## config.mk

```make
export PLATFORM = sky130hd
export DESIGN_NAME = fusion_mac
export DESIGN_NICKNAME = d
export VERILOG_FILES = /design/src/rtl/fusion_pkg.sv /design/src/rtl/fusion_mac.sv /design/src/rtl/lane_accumulator.sv /design/src/rtl/product_stage.sv /design/src/rtl/fusion_array.sv /design/src/rtl/fusion_block.sv /design/src/rtl/sign_ctrl.sv /design/src/rtl/bitbrick.sv
export SDC_FILE = /design/constraint.sdc
export NUM_CORES = 1
export LEC_CHECK = 0
export BUFFER_PORTS_ARGS = -buffer_cell sky130_fd_sc_hd__buf_4
export CAP_MARGIN = 20
export CORE_MARGIN = 1
export CORE_UTILIZATION = 55
export CTS_BUF_LIST = sky130_fd_sc_hd__clkbuf_16
export CTS_CLUSTER_SIZE = 8
export DETAILED_ROUTE_END_ITERATION = 8
export GPL_TIMING_DRIVEN = 0
export PLACE_DENSITY = 0.73
export SETUP_SLACK_MARGIN = 0.05
export SYNTH_ARGS = -nofsm -noshare
export SYNTH_HDL_FRONTEND = slang
export SYNTH_SLANG_ARGS = --single-unit
export TNS_END_PERCENT = 100
```

## constraint.sdc

```tcl
create_clock -name clk -period 11.75 [get_ports clk]
set_input_delay 2.35 -clock clk [delete_from_list [all_inputs] [get_ports clk]]
set_output_delay 2.35 -clock clk [all_outputs]
set_load 0.01 [all_outputs]
```

## src/rtl/fusion_pkg.sv

```systemverilog
package fusion_pkg;

    ////////////////////////////////////////
    // precision modes
    ////////////////////////////////////////

    // any encoding not listed is an invalid mode
    // MODE_NONE only appears as the reset value of stored modes
    typedef enum logic [3:0] {
        MODE_2B   = 4'd0,
        MODE_4B   = 4'd1,
        MODE_8B   = 4'd2,
        MODE_NONE = 4'd15
    } mode_t;

    ////////////////////////////////////////
    // datapath widths
    ////////////////////////////////////////

    localparam int OPERAND_W  = 8;
    localparam int NIBBLE_W   = 4;
    localparam int CRUMB_W    = 2;
    // 3x3 product of extended crumbs
    localparam int BRICK_W    = 5;
    // 4x4 block product, wide enough for unsigned x unsigned
    localparam int BLOCK_W    = 9;
    localparam int NUM_BRICKS = 16;
    localparam int PRODUCT_W  = 64;
    localparam int SUM_W      = 128;

    // product lane width per mode
    localparam int PROD2_W = 4;
    localparam int PROD4_W = 8;
    localparam int PROD8_W = 16;
    // accumulator lane width per mode, four guard bits over the product
    localparam int LANE2_W = 8;
    localparam int LANE4_W = 12;
    localparam int LANE8_W = 20;

    typedef logic [OPERAND_W-1:0]       operand_t;
    typedef logic [NIBBLE_W-1:0]        nibble_t;
    typedef logic [CRUMB_W-1:0]         crumb_t;
    typedef logic signed [BRICK_W-1:0]  brick_prod_t;
    typedef logic signed [BLOCK_W-1:0]  block_prod_t;
    typedef logic [PRODUCT_W-1:0]       product_t;
    typedef logic [SUM_W-1:0]           sum_t;
    // bit 4*block + brick, blocks and bricks both ordered hh, hl, lh, ll
    typedef logic [NUM_BRICKS-1:0]      sign_flags_t;

endpackage
```

## src/rtl/fusion_mac.sv

```systemverilog
`timescale 1ns/1ps

module fusion_mac (
    input  logic                 clk,
    input  logic                 nrst,
    input  fusion_pkg::operand_t x,
    input  fusion_pkg::operand_t y,
    input  fusion_pkg::mode_t    mode,
    input  logic                 en,
    output fusion_pkg::product_t product,
    output fusion_pkg::sum_t     sum
);

    import fusion_pkg::*;

    product_t fused_prod;
    product_t stage_prod;
    mode_t    stage_mode;
    logic     stage_valid;

    // combinational multiplier
    fusion_array fusion_array_i (
        .x    (x),
        .y    (y),
        .mode (mode),
        .prod (fused_prod)
    );

    // pipeline register between multiplier and accumulator
    product_stage product_stage_i (
        .clk      (clk),
        .nrst     (nrst),
        .prod_in  (fused_prod),
        .mode_in  (mode),
        .valid_in (en),
        .prod     (stage_prod),
        .mode     (stage_mode),
        .valid    (stage_valid)
    );

    lane_accumulator lane_accumulator_i (
        .clk   (clk),
        .nrst  (nrst),
        .prod  (stage_prod),
        .mode  (stage_mode),
        .valid (stage_valid),
        .sum   (sum)
    );

    // registered product seen by the accumulator
    assign product = stage_prod;

endmodule

```

## src/rtl/lane_accumulator.sv

```systemverilog
`timescale 1ns/1ps

module lane_accumulator (
    input  logic                 clk,
    input  logic                 nrst,
    input  fusion_pkg::product_t prod,
    input  fusion_pkg::mode_t    mode,
    input  logic                 valid,
    output fusion_pkg::sum_t     sum
);

    import fusion_pkg::*;

    // lane counts and base offsets of the packed lane groups
    localparam int N2_LANES  = PRODUCT_W / PROD2_W;
    localparam int N4_LANES  = 4;
    localparam int SUM4_LO   = SUM_W - N4_LANES * LANE4_W;
    localparam int PROD4_LO  = PRODUCT_W - N4_LANES * PROD4_W;
    localparam int SUM8_LO   = SUM_W - LANE8_W;
    localparam int PROD8_LO  = PRODUCT_W - PROD8_W;

    // mode of the item seen on the previous edge
    mode_t last_mode;
    // sum after adding the staged product, zero for invalid modes
    sum_t  next_sum;

    ////////////////////////////////////////
    // lane adders
    ////////////////////////////////////////

    always_comb begin
        logic [PROD2_W-1:0] p2;
        logic [PROD4_W-1:0] p4;
        logic [PROD8_W-1:0] p8;
        // bits outside the active lanes stay zero
        next_sum = '0;
        case (mode)
            MODE_2B: begin
                for (int i = 0; i < N2_LANES; i++) begin
                    p2 = prod[i*PROD2_W +: PROD2_W];
                    next_sum[i*LANE2_W +: LANE2_W] = sum[i*LANE2_W +: LANE2_W]
                        + {{(LANE2_W - PROD2_W){p2[PROD2_W-1]}}, p2};
                end
            end
            MODE_4B: begin
                for (int j = 0; j < N4_LANES; j++) begin
                    p4 = prod[PROD4_LO + j*PROD4_W +: PROD4_W];
                    next_sum[SUM4_LO + j*LANE4_W +: LANE4_W] =
                        sum[SUM4_LO + j*LANE4_W +: LANE4_W]
                        + {{(LANE4_W - PROD4_W){p4[PROD4_W-1]}}, p4};
                end
            end
            MODE_8B: begin
                p8 = prod[PROD8_LO +: PROD8_W];
                next_sum[SUM8_LO +: LANE8_W] = sum[SUM8_LO +: LANE8_W]
                    + {{(LANE8_W - PROD8_W){p8[PROD8_W-1]}}, p8};
            end
            default: next_sum = '0;
        endcase
    end

    ////////////////////////////////////////
    // clear and accumulate
    ////////////////////////////////////////

    always_ff @(posedge clk) begin
        if (!nrst) begin
            last_mode <= MODE_NONE;
            sum       <= '0;
        end else begin
            last_mode <= mode;
            if (mode != last_mode) begin
                // first item of a new mode is dropped along with the old sum
                sum <= '0;
            end else if (valid) begin
                sum <= next_sum;
            end
        end
    end

endmodule

```

## src/rtl/product_stage.sv

```systemverilog
`timescale 1ns/1ps

module product_stage (
    input  logic                 clk,
    input  logic                 nrst,
    input  fusion_pkg::product_t prod_in,
    input  fusion_pkg::mode_t    mode_in,
    input  logic                 valid_in,
    output fusion_pkg::product_t prod,
    output fusion_pkg::mode_t    mode,
    output logic                 valid
);

    import fusion_pkg::*;

    // one item sits here while the next one is multiplied
    // mode travels with the product so the accumulator sees a matched pair
    always_ff @(posedge clk) begin
        if (!nrst) begin
            prod  <= '0;
            mode  <= MODE_NONE;
            valid <= 1'b0;
        end else begin
            prod  <= prod_in;
            mode  <= mode_in;
            // en strobe, no back-pressure
            valid <= valid_in;
        end
    end

endmodule

```

## src/rtl/fusion_array.sv

```systemverilog
`timescale 1ns/1ps

module fusion_array (
    input  fusion_pkg::operand_t x,
    input  fusion_pkg::operand_t y,
    input  fusion_pkg::mode_t    mode,
    output fusion_pkg::product_t prod
);

    import fusion_pkg::*;

    sign_flags_t             sx_flags;
    sign_flags_t             sy_flags;
    // per block results, blocks ordered hh hl lh ll
    block_prod_t             block_p [4];
    brick_prod_t [3:0]       brick_p [4];
    // fused 8x8 product
    logic [PROD8_W-1:0]      prod8;

    // widen a block product for the 8x8 merge
    function automatic logic [PROD8_W-1:0] ext_block(input block_prod_t v);
        return {{(PROD8_W - BLOCK_W){v[BLOCK_W-1]}}, v};
    endfunction

    sign_ctrl sign_ctrl_i (
        .mode (mode),
        .sx   (sx_flags),
        .sy   (sy_flags)
    );

    ////////////////////////////////////////
    // four 4x4 blocks on the nibble pairs
    ////////////////////////////////////////

    for (genvar b = 0; b < 4; b++) begin : g_block
        // blocks 0,1 use xh, blocks 0,2 use yh
        fusion_block fusion_block_i (
            .x       ((b < 2) ? x[7:4] : x[3:0]),
            .y       ((b % 2 == 0) ? y[7:4] : y[3:0]),
            .sx      (sx_flags[4*b +: 4]),
            .sy      (sy_flags[4*b +: 4]),
            .brick_p (brick_p[b]),
            .p       (block_p[b])
        );
    end

    // hh at 2^8, both cross blocks at 2^4, ll at 2^0
    assign prod8 = (ext_block(block_p[0]) << 8)
                 + ((ext_block(block_p[1]) + ext_block(block_p[2])) << 4)
                 + ext_block(block_p[3]);

    ////////////////////////////////////////
    // sum apart mapping onto the bus
    ////////////////////////////////////////

    always_comb begin
        prod = '0;
        case (mode)
            MODE_8B: begin
                prod[PRODUCT_W-PROD8_W +: PROD8_W] = prod8;
            end
            MODE_4B: begin
                // block b from the top, each signed 4x4 fits in 8 bits
                for (int b = 0; b < 4; b++) begin
                    prod[PRODUCT_W-(b+1)*PROD4_W +: PROD4_W] = block_p[b][PROD4_W-1:0];
                end
            end
            MODE_2B: begin
                // lane 4b+k from the top holds brick k of block b
                for (int i = 0; i < 16; i++) begin
                    prod[PRODUCT_W-(i+1)*PROD2_W +: PROD2_W] =
                        brick_p[i/4][i%4][PROD2_W-1:0];
                end
            end
            // invalid modes leave the bus at zero
            default: prod = '0;
        endcase
    end

endmodule

```

## src/rtl/fusion_block.sv

```systemverilog
`timescale 1ns/1ps

module fusion_block (
    input  fusion_pkg::nibble_t           x,
    input  fusion_pkg::nibble_t           y,
    input  logic [3:0]                    sx,
    input  logic [3:0]                    sy,
    output fusion_pkg::brick_prod_t [3:0] brick_p,
    output fusion_pkg::block_prod_t       p
);

    import fusion_pkg::*;

    // brick products sign extended to the block width
    block_prod_t ext [4];

    ////////////////////////////////////////
    // four bitbricks, ordered hh hl lh ll
    ////////////////////////////////////////

    for (genvar k = 0; k < 4; k++) begin : g_brick
        // bricks 0,1 take the upper x crumb, bricks 0,2 the upper y crumb
        bitbrick bitbrick_i (
            .x  ((k < 2) ? x[3:2] : x[1:0]),
            .y  ((k % 2 == 0) ? y[3:2] : y[1:0]),
            .sx (sx[k]),
            .sy (sy[k]),
            .p  (brick_p[k])
        );
    end

    always_comb begin
        for (int k = 0; k < 4; k++) begin
            ext[k] = {{(BLOCK_W - BRICK_W){brick_p[k][BRICK_W-1]}}, brick_p[k]};
        end
    end

    // shift-add merge, hh weighs 2^4, the cross terms 2^2
    // exact in 9 bits even for an unsigned x unsigned block
    assign p = (ext[0] << 4) + (ext[1] << 2) + (ext[2] << 2) + ext[3];

endmodule

```

## src/rtl/sign_ctrl.sv

```systemverilog
`timescale 1ns/1ps

module sign_ctrl (
    input  fusion_pkg::mode_t       mode,
    output fusion_pkg::sign_flags_t sx,
    output fusion_pkg::sign_flags_t sy
);

    import fusion_pkg::*;

    // crumb index c counts from the operand lsb, crumb 3 is bits 7:6
    // true when crumb c carries the top bit of its lane in mode m
    function automatic logic is_top_crumb(input logic [1:0] c, input mode_t m);
        case (m)
            // every crumb is its own lane
            MODE_2B: return 1'b1;
            // crumbs 3 and 1 top each nibble
            MODE_4B: return c[0];
            // 8-bit rule, also used for invalid modes
            default: return (c == 2'd3);
        endcase
    endfunction

    always_comb begin
        logic [1:0] xc;
        logic [1:0] yc;
        sx = '0;
        sy = '0;
        for (int b = 0; b < 4; b++) begin
            for (int k = 0; k < 4; k++) begin
                // x nibble is high for blocks hh and hl
                // x crumb is upper for bricks hh and hl
                xc = {b < 2, k < 2};
                // y nibble is high for blocks hh and lh, same for the y crumb
                yc = {(b % 2) == 0, (k % 2) == 0};
                sx[4*b+k] = is_top_crumb(xc, mode);
                sy[4*b+k] = is_top_crumb(yc, mode);
            end
        end
    end

endmodule

```

## src/rtl/bitbrick.sv

```systemverilog
`timescale 1ns/1ps

module bitbrick (
    input  fusion_pkg::crumb_t      x,
    input  fusion_pkg::crumb_t      y,
    input  logic                    sx,
    input  logic                    sy,
    output fusion_pkg::brick_prod_t p
);

    // 3-bit operands, sign extended when flagged, zero extended otherwise
    logic [2:0] xi;
    logic [2:0] yi;
    // baugh-wooley partial product rows
    logic [2:0] pp0;
    logic [2:0] pp1;
    logic [2:0] pp2;
    // column sums and carries of the reduction tree
    logic       c1;
    logic       s2a, c2a, c2b;
    logic       s3a, c3a, c3b;

    assign xi = {sx & x[1], x};
    assign yi = {sy & y[1], y};

    // rows 0 and 1 invert the term holding the x sign bit
    assign pp0 = {~(xi[2] & yi[0]), xi[1] & yi[0], xi[0] & yi[0]};
    assign pp1 = {~(xi[2] & yi[1]), xi[1] & yi[1], xi[0] & yi[1]};
    // row 2 is weighted by the y sign bit, so its low terms are inverted
    assign pp2 = {xi[2] & yi[2], ~(xi[1] & yi[2]), ~(xi[0] & yi[2])};

    // column 0
    assign p[0] = pp0[0];

    // column 1, half adder
    assign p[1] = pp0[1] ^ pp1[0];
    assign c1   = pp0[1] & pp1[0];

    // column 2, full adder then half adder with the column 1 carry
    assign s2a  = pp0[2] ^ pp1[1] ^ pp2[0];
    assign c2a  = (pp0[2] & pp1[1]) | (pp1[1] & pp2[0]) | (pp2[0] & pp0[2]);
    assign p[2] = s2a ^ c1;
    assign c2b  = s2a & c1;

    // column 3 takes the correction one of the baugh-wooley form
    assign s3a  = pp1[2] ^ pp2[1] ^ c2a;
    assign c3a  = (pp1[2] & pp2[1]) | (pp2[1] & c2a) | (c2a & pp1[2]);
    assign p[3] = ~(s3a ^ c2b);
    assign c3b  = s3a | c2b;

    // column 4, carry out of the top is dropped
    // result fits 5 bits signed, so the truncation is exact
    assign p[4] = pp2[2] ^ c3a ^ c3b;

endmodule

```

==> run summary <==
Remaining global-route overflow: 0
Hold path depth: 2
Synth cell types: 78
Tot GR Track Use: 35.0%
Critical-path maximum fanout: 10
Largest family of logic cells by synthesized area: adder cells
First-pass detailed-route iteration total: 6
Hold Buf Count CTS: 0
RSZ-0062 raised after global routing: no
Hold Crit Class: reg2reg
Compound-gate portion of the synthesized area: 19.8%
R2R Path End: lane_accumulator_i.sum[71]
Worst hold slack: 0.487 ns
FF-to-FF path depth: 7
Layout cells sized above 1: 11.6%
Multi-input gate area: 13800 um^2
Area share of the largest cell type after synthesis: 21.6%
Number of hold violations in the final report: 0
Wirelength per Cell: 21.3 um
Clock power frac: 24.3%
Top-Level Pins: 215
Hold-critical path endpoint: lane_accumulator_i.sum[5]
Peak supply drop: 0.000289 V
Final Cycle Share: 93.8%
P per Cell Area: 141 nW/um^2
FMAX: 0.0907 GHz
Critical path capture point type: flop
Total core area: 33400 um^2
Post-synth top cells: ha_1, dfxtp_1, nand2_1
Leading area contributor after synthesis: dfxtp_1
Ys async rst share: 0%
RD Place Congestion: 0.966
Global routing usage on met3: 3.86%
Synth Net Count: 2560
Root Driver: clkbuf_16
GR Layer Usage met1: 47.1%
Max Cap Viol: 0
Remaining DRCs: 0
TNS Setup: 0 ns
Synth Area in Simple Gates: 17.1%
Starting Density: 55.8%
Worst path max stage delay: 0.56 ns
Sequential cell area: 4020 um^2
Input/output buffers: 214
Slew headroom: 36.6%
Lkg Pwr: 10.7 nW
Internal: 0.00183 W
Synth Area in XOR/XNOR: 9.48%
CTS sink count: 201
Dominant synthesized flop cell: dfxtp_1
Critical Path Source Type: input port
Net Sw Frac: 40.1%
Crit path kind: in2reg
Post-synth EDFFs: 0
Largest net degree at the start of global routing: 16
R2R Path Start: product_stage_i.valid
Psw: 0.00122 W
Ant diodes: 0
Rows: 67
GR peak layer: met2
Sequential group share of total power: 23.1%
Combinational share of power: 52.6%
CP arrival: 11.45 ns
Die width: 186 um
Htree depth: 1
Synthesized area: 18700 um^2
Synth Register Bits: 201
Post-synthesis adder-cell area fraction: 26.6%
Layout Area Growth over Synthesis: 15.7%
Post-layout worst setup margin: 0.727 ns
Initial antenna violation count: 0
Actual transition at the worst max-transition pin: 0.951 ns
Post-route ant nets: 0
Pre-CTS setup slack: 0.0138 ns
Post-detail-place hpwl: 48.3 mm
Fin cells: 2888
First-pass GRT wire length: 93.2 mm
Max Root-Sink Buffers: 3
Die area: 34700 um^2
Filler cell count in the final layout: 2894
Min-delay src: lane_accumulator_i.sum[5]
Vias in the first global route: 16900
Synth Instances: 2193
Skew final: 0.0235 ns
Dpl cells: 2856
DR iter-0 viols: 1759
CTS tree: built
Final wirelength: 61.6 mm
Clk_lat worst skew: 0.56 ns
Synth top area cells: dfxtp_1, ha_1, fa_1
Via density: 6.16
Syn avg cell area: 8.50 um^2
Most frequent cell after synthesis: ha_1
Worst-path clk slew: 0.06 ns
Final setup viols: 0
Num CTS Buffers: 29
Die H: 186 um
Met2 usage: 57.9%
Critical path's slowest cell: o41ai_1
Register area share after synthesis: 21.6%
FF-to-FF setup slack: 8.52 ns
Final net count: 2806
Via count: 17800
Mux contribution to synthesized area: 0.798%
Status: finished clean
Period minus WS final: 11.02 ns
CP required: 12.17 ns
Max Slew Vio Count: 0
Yosys warns: 0
==> routing by layer <==
layer / share of wire (%) / up-vias
met1: 42 / 8620
met5: 0 / -
met3: 8.1 / 150
met2: 46 / 791
li1: - / 8236
met4: 3.6 / 0
==> placed cells by master (no fill, tap or decap), drive strengths merged, types with 41 or more instances in the layout <==
master / Yosys / layout
nand2: 171 / 171
dfxtp: 201 / 201
nor3: 45 / 45
buf: 20 / 234
inv: 127 / 129
a22oi: 41 / 41
clkbuf: 77 / 107
a21oi: 170 / 170
and2: 67 / 67
xor2: 80 / 80
ha: 256 / 256
nand3: 98 / 98
nor2: 160 / 160
xnor2: 121 / 121
a21o: 94 / 94
o21ai: 82 / 82
fa: 88 / 88
==> what timing repair did <==
| item | in CTS | in global routing |
|---|---|---|
| setup buffers | 0 | 0 |
| setup endpoints to repair | 0 | 1 |
| gates resized for setup | 0 | 1 |
==> power groups by stage <==
stage	registers [W]	logic [W]	clock network [W]
final	0.000705	0.00161	0.000742
after global routing	0.000705	0.00177	0.000774
after CTS	0.000704	0.00160	0.000749
after detailed placement	0.000718	0.00159	0
after global placement	0.000718	0.00155	0
after floorplan	0.000714	0.00125	0
==> kinds of logic after synthesis <==
group,count (synthesis)
flops,201
compound gates,554
fa+ha+maj,344
simple gates,655
buf+inv,224
xor+xnor,201
mux,14
==> cell type report <==
cell class                 count  area share [%]
multi-input combinational   1768            63.8
sequential                   201            18.6
timing repair buffer         215            7.48
clock buffer                  29            3.36
tap                          448            2.60
inverter                     127            2.21
buffer                        97            1.76
clock inverter                 3           0.151
==> registers in the layout, summed over array words and instances, names as in the netlist <==
signal and cells:
lane_accumulator_i.sum 128, product_stage_i.prod 64, lane_accumulator_i.last_mode 4, product_stage_i.mode 4
product_stage_i.valid 1
==> per-stage QoR <==
step / area (um^2) / total power (W) / util [%]
global placement: 20800 / 0.00227 / 62.2
finish: 21600 / 0.00305 / 64.5
detailed placement: 20800 / 0.00231 / 62.3
floorplan: 18700 / 0.00197 / -
global route: 21600 / 0.00325 / 64.5
CTS: 21600 / 0.00305 / 64.5
==> worst max-delay path by stage <==
stage | start | end | slack (ns) | cells past startpoint
after floorplan | mode[0] | product_stage_i.prod[62] | 1.75 | 35
after global placement | mode[0] | product_stage_i.prod[63] | 0.02 | 30
final | mode[0] | product_stage_i.prod[63] | 0.73 | 33
after CTS | mode[0] | product_stage_i.prod[63] | 0.56 | 33
after detailed placement | mode[0] | product_stage_i.prod[63] | 0.01 | 30
after global routing | mode[0] | product_stage_i.prod[63] | 0.28 | 33
==> critical path: cells and delay by family <==
| kind | cells | cell delay (ns) |
|---|---|---|
| simple gates | 3 | 0.78 |
| fa+ha+maj | 10 | 3.56 |
| compound gates | 5 | 1.48 |
| buf+inv | 6 | 1.14 |
| xor+xnor | 9 | 2.10 |
Note: power is estimated with default switching activity, not from simulation.
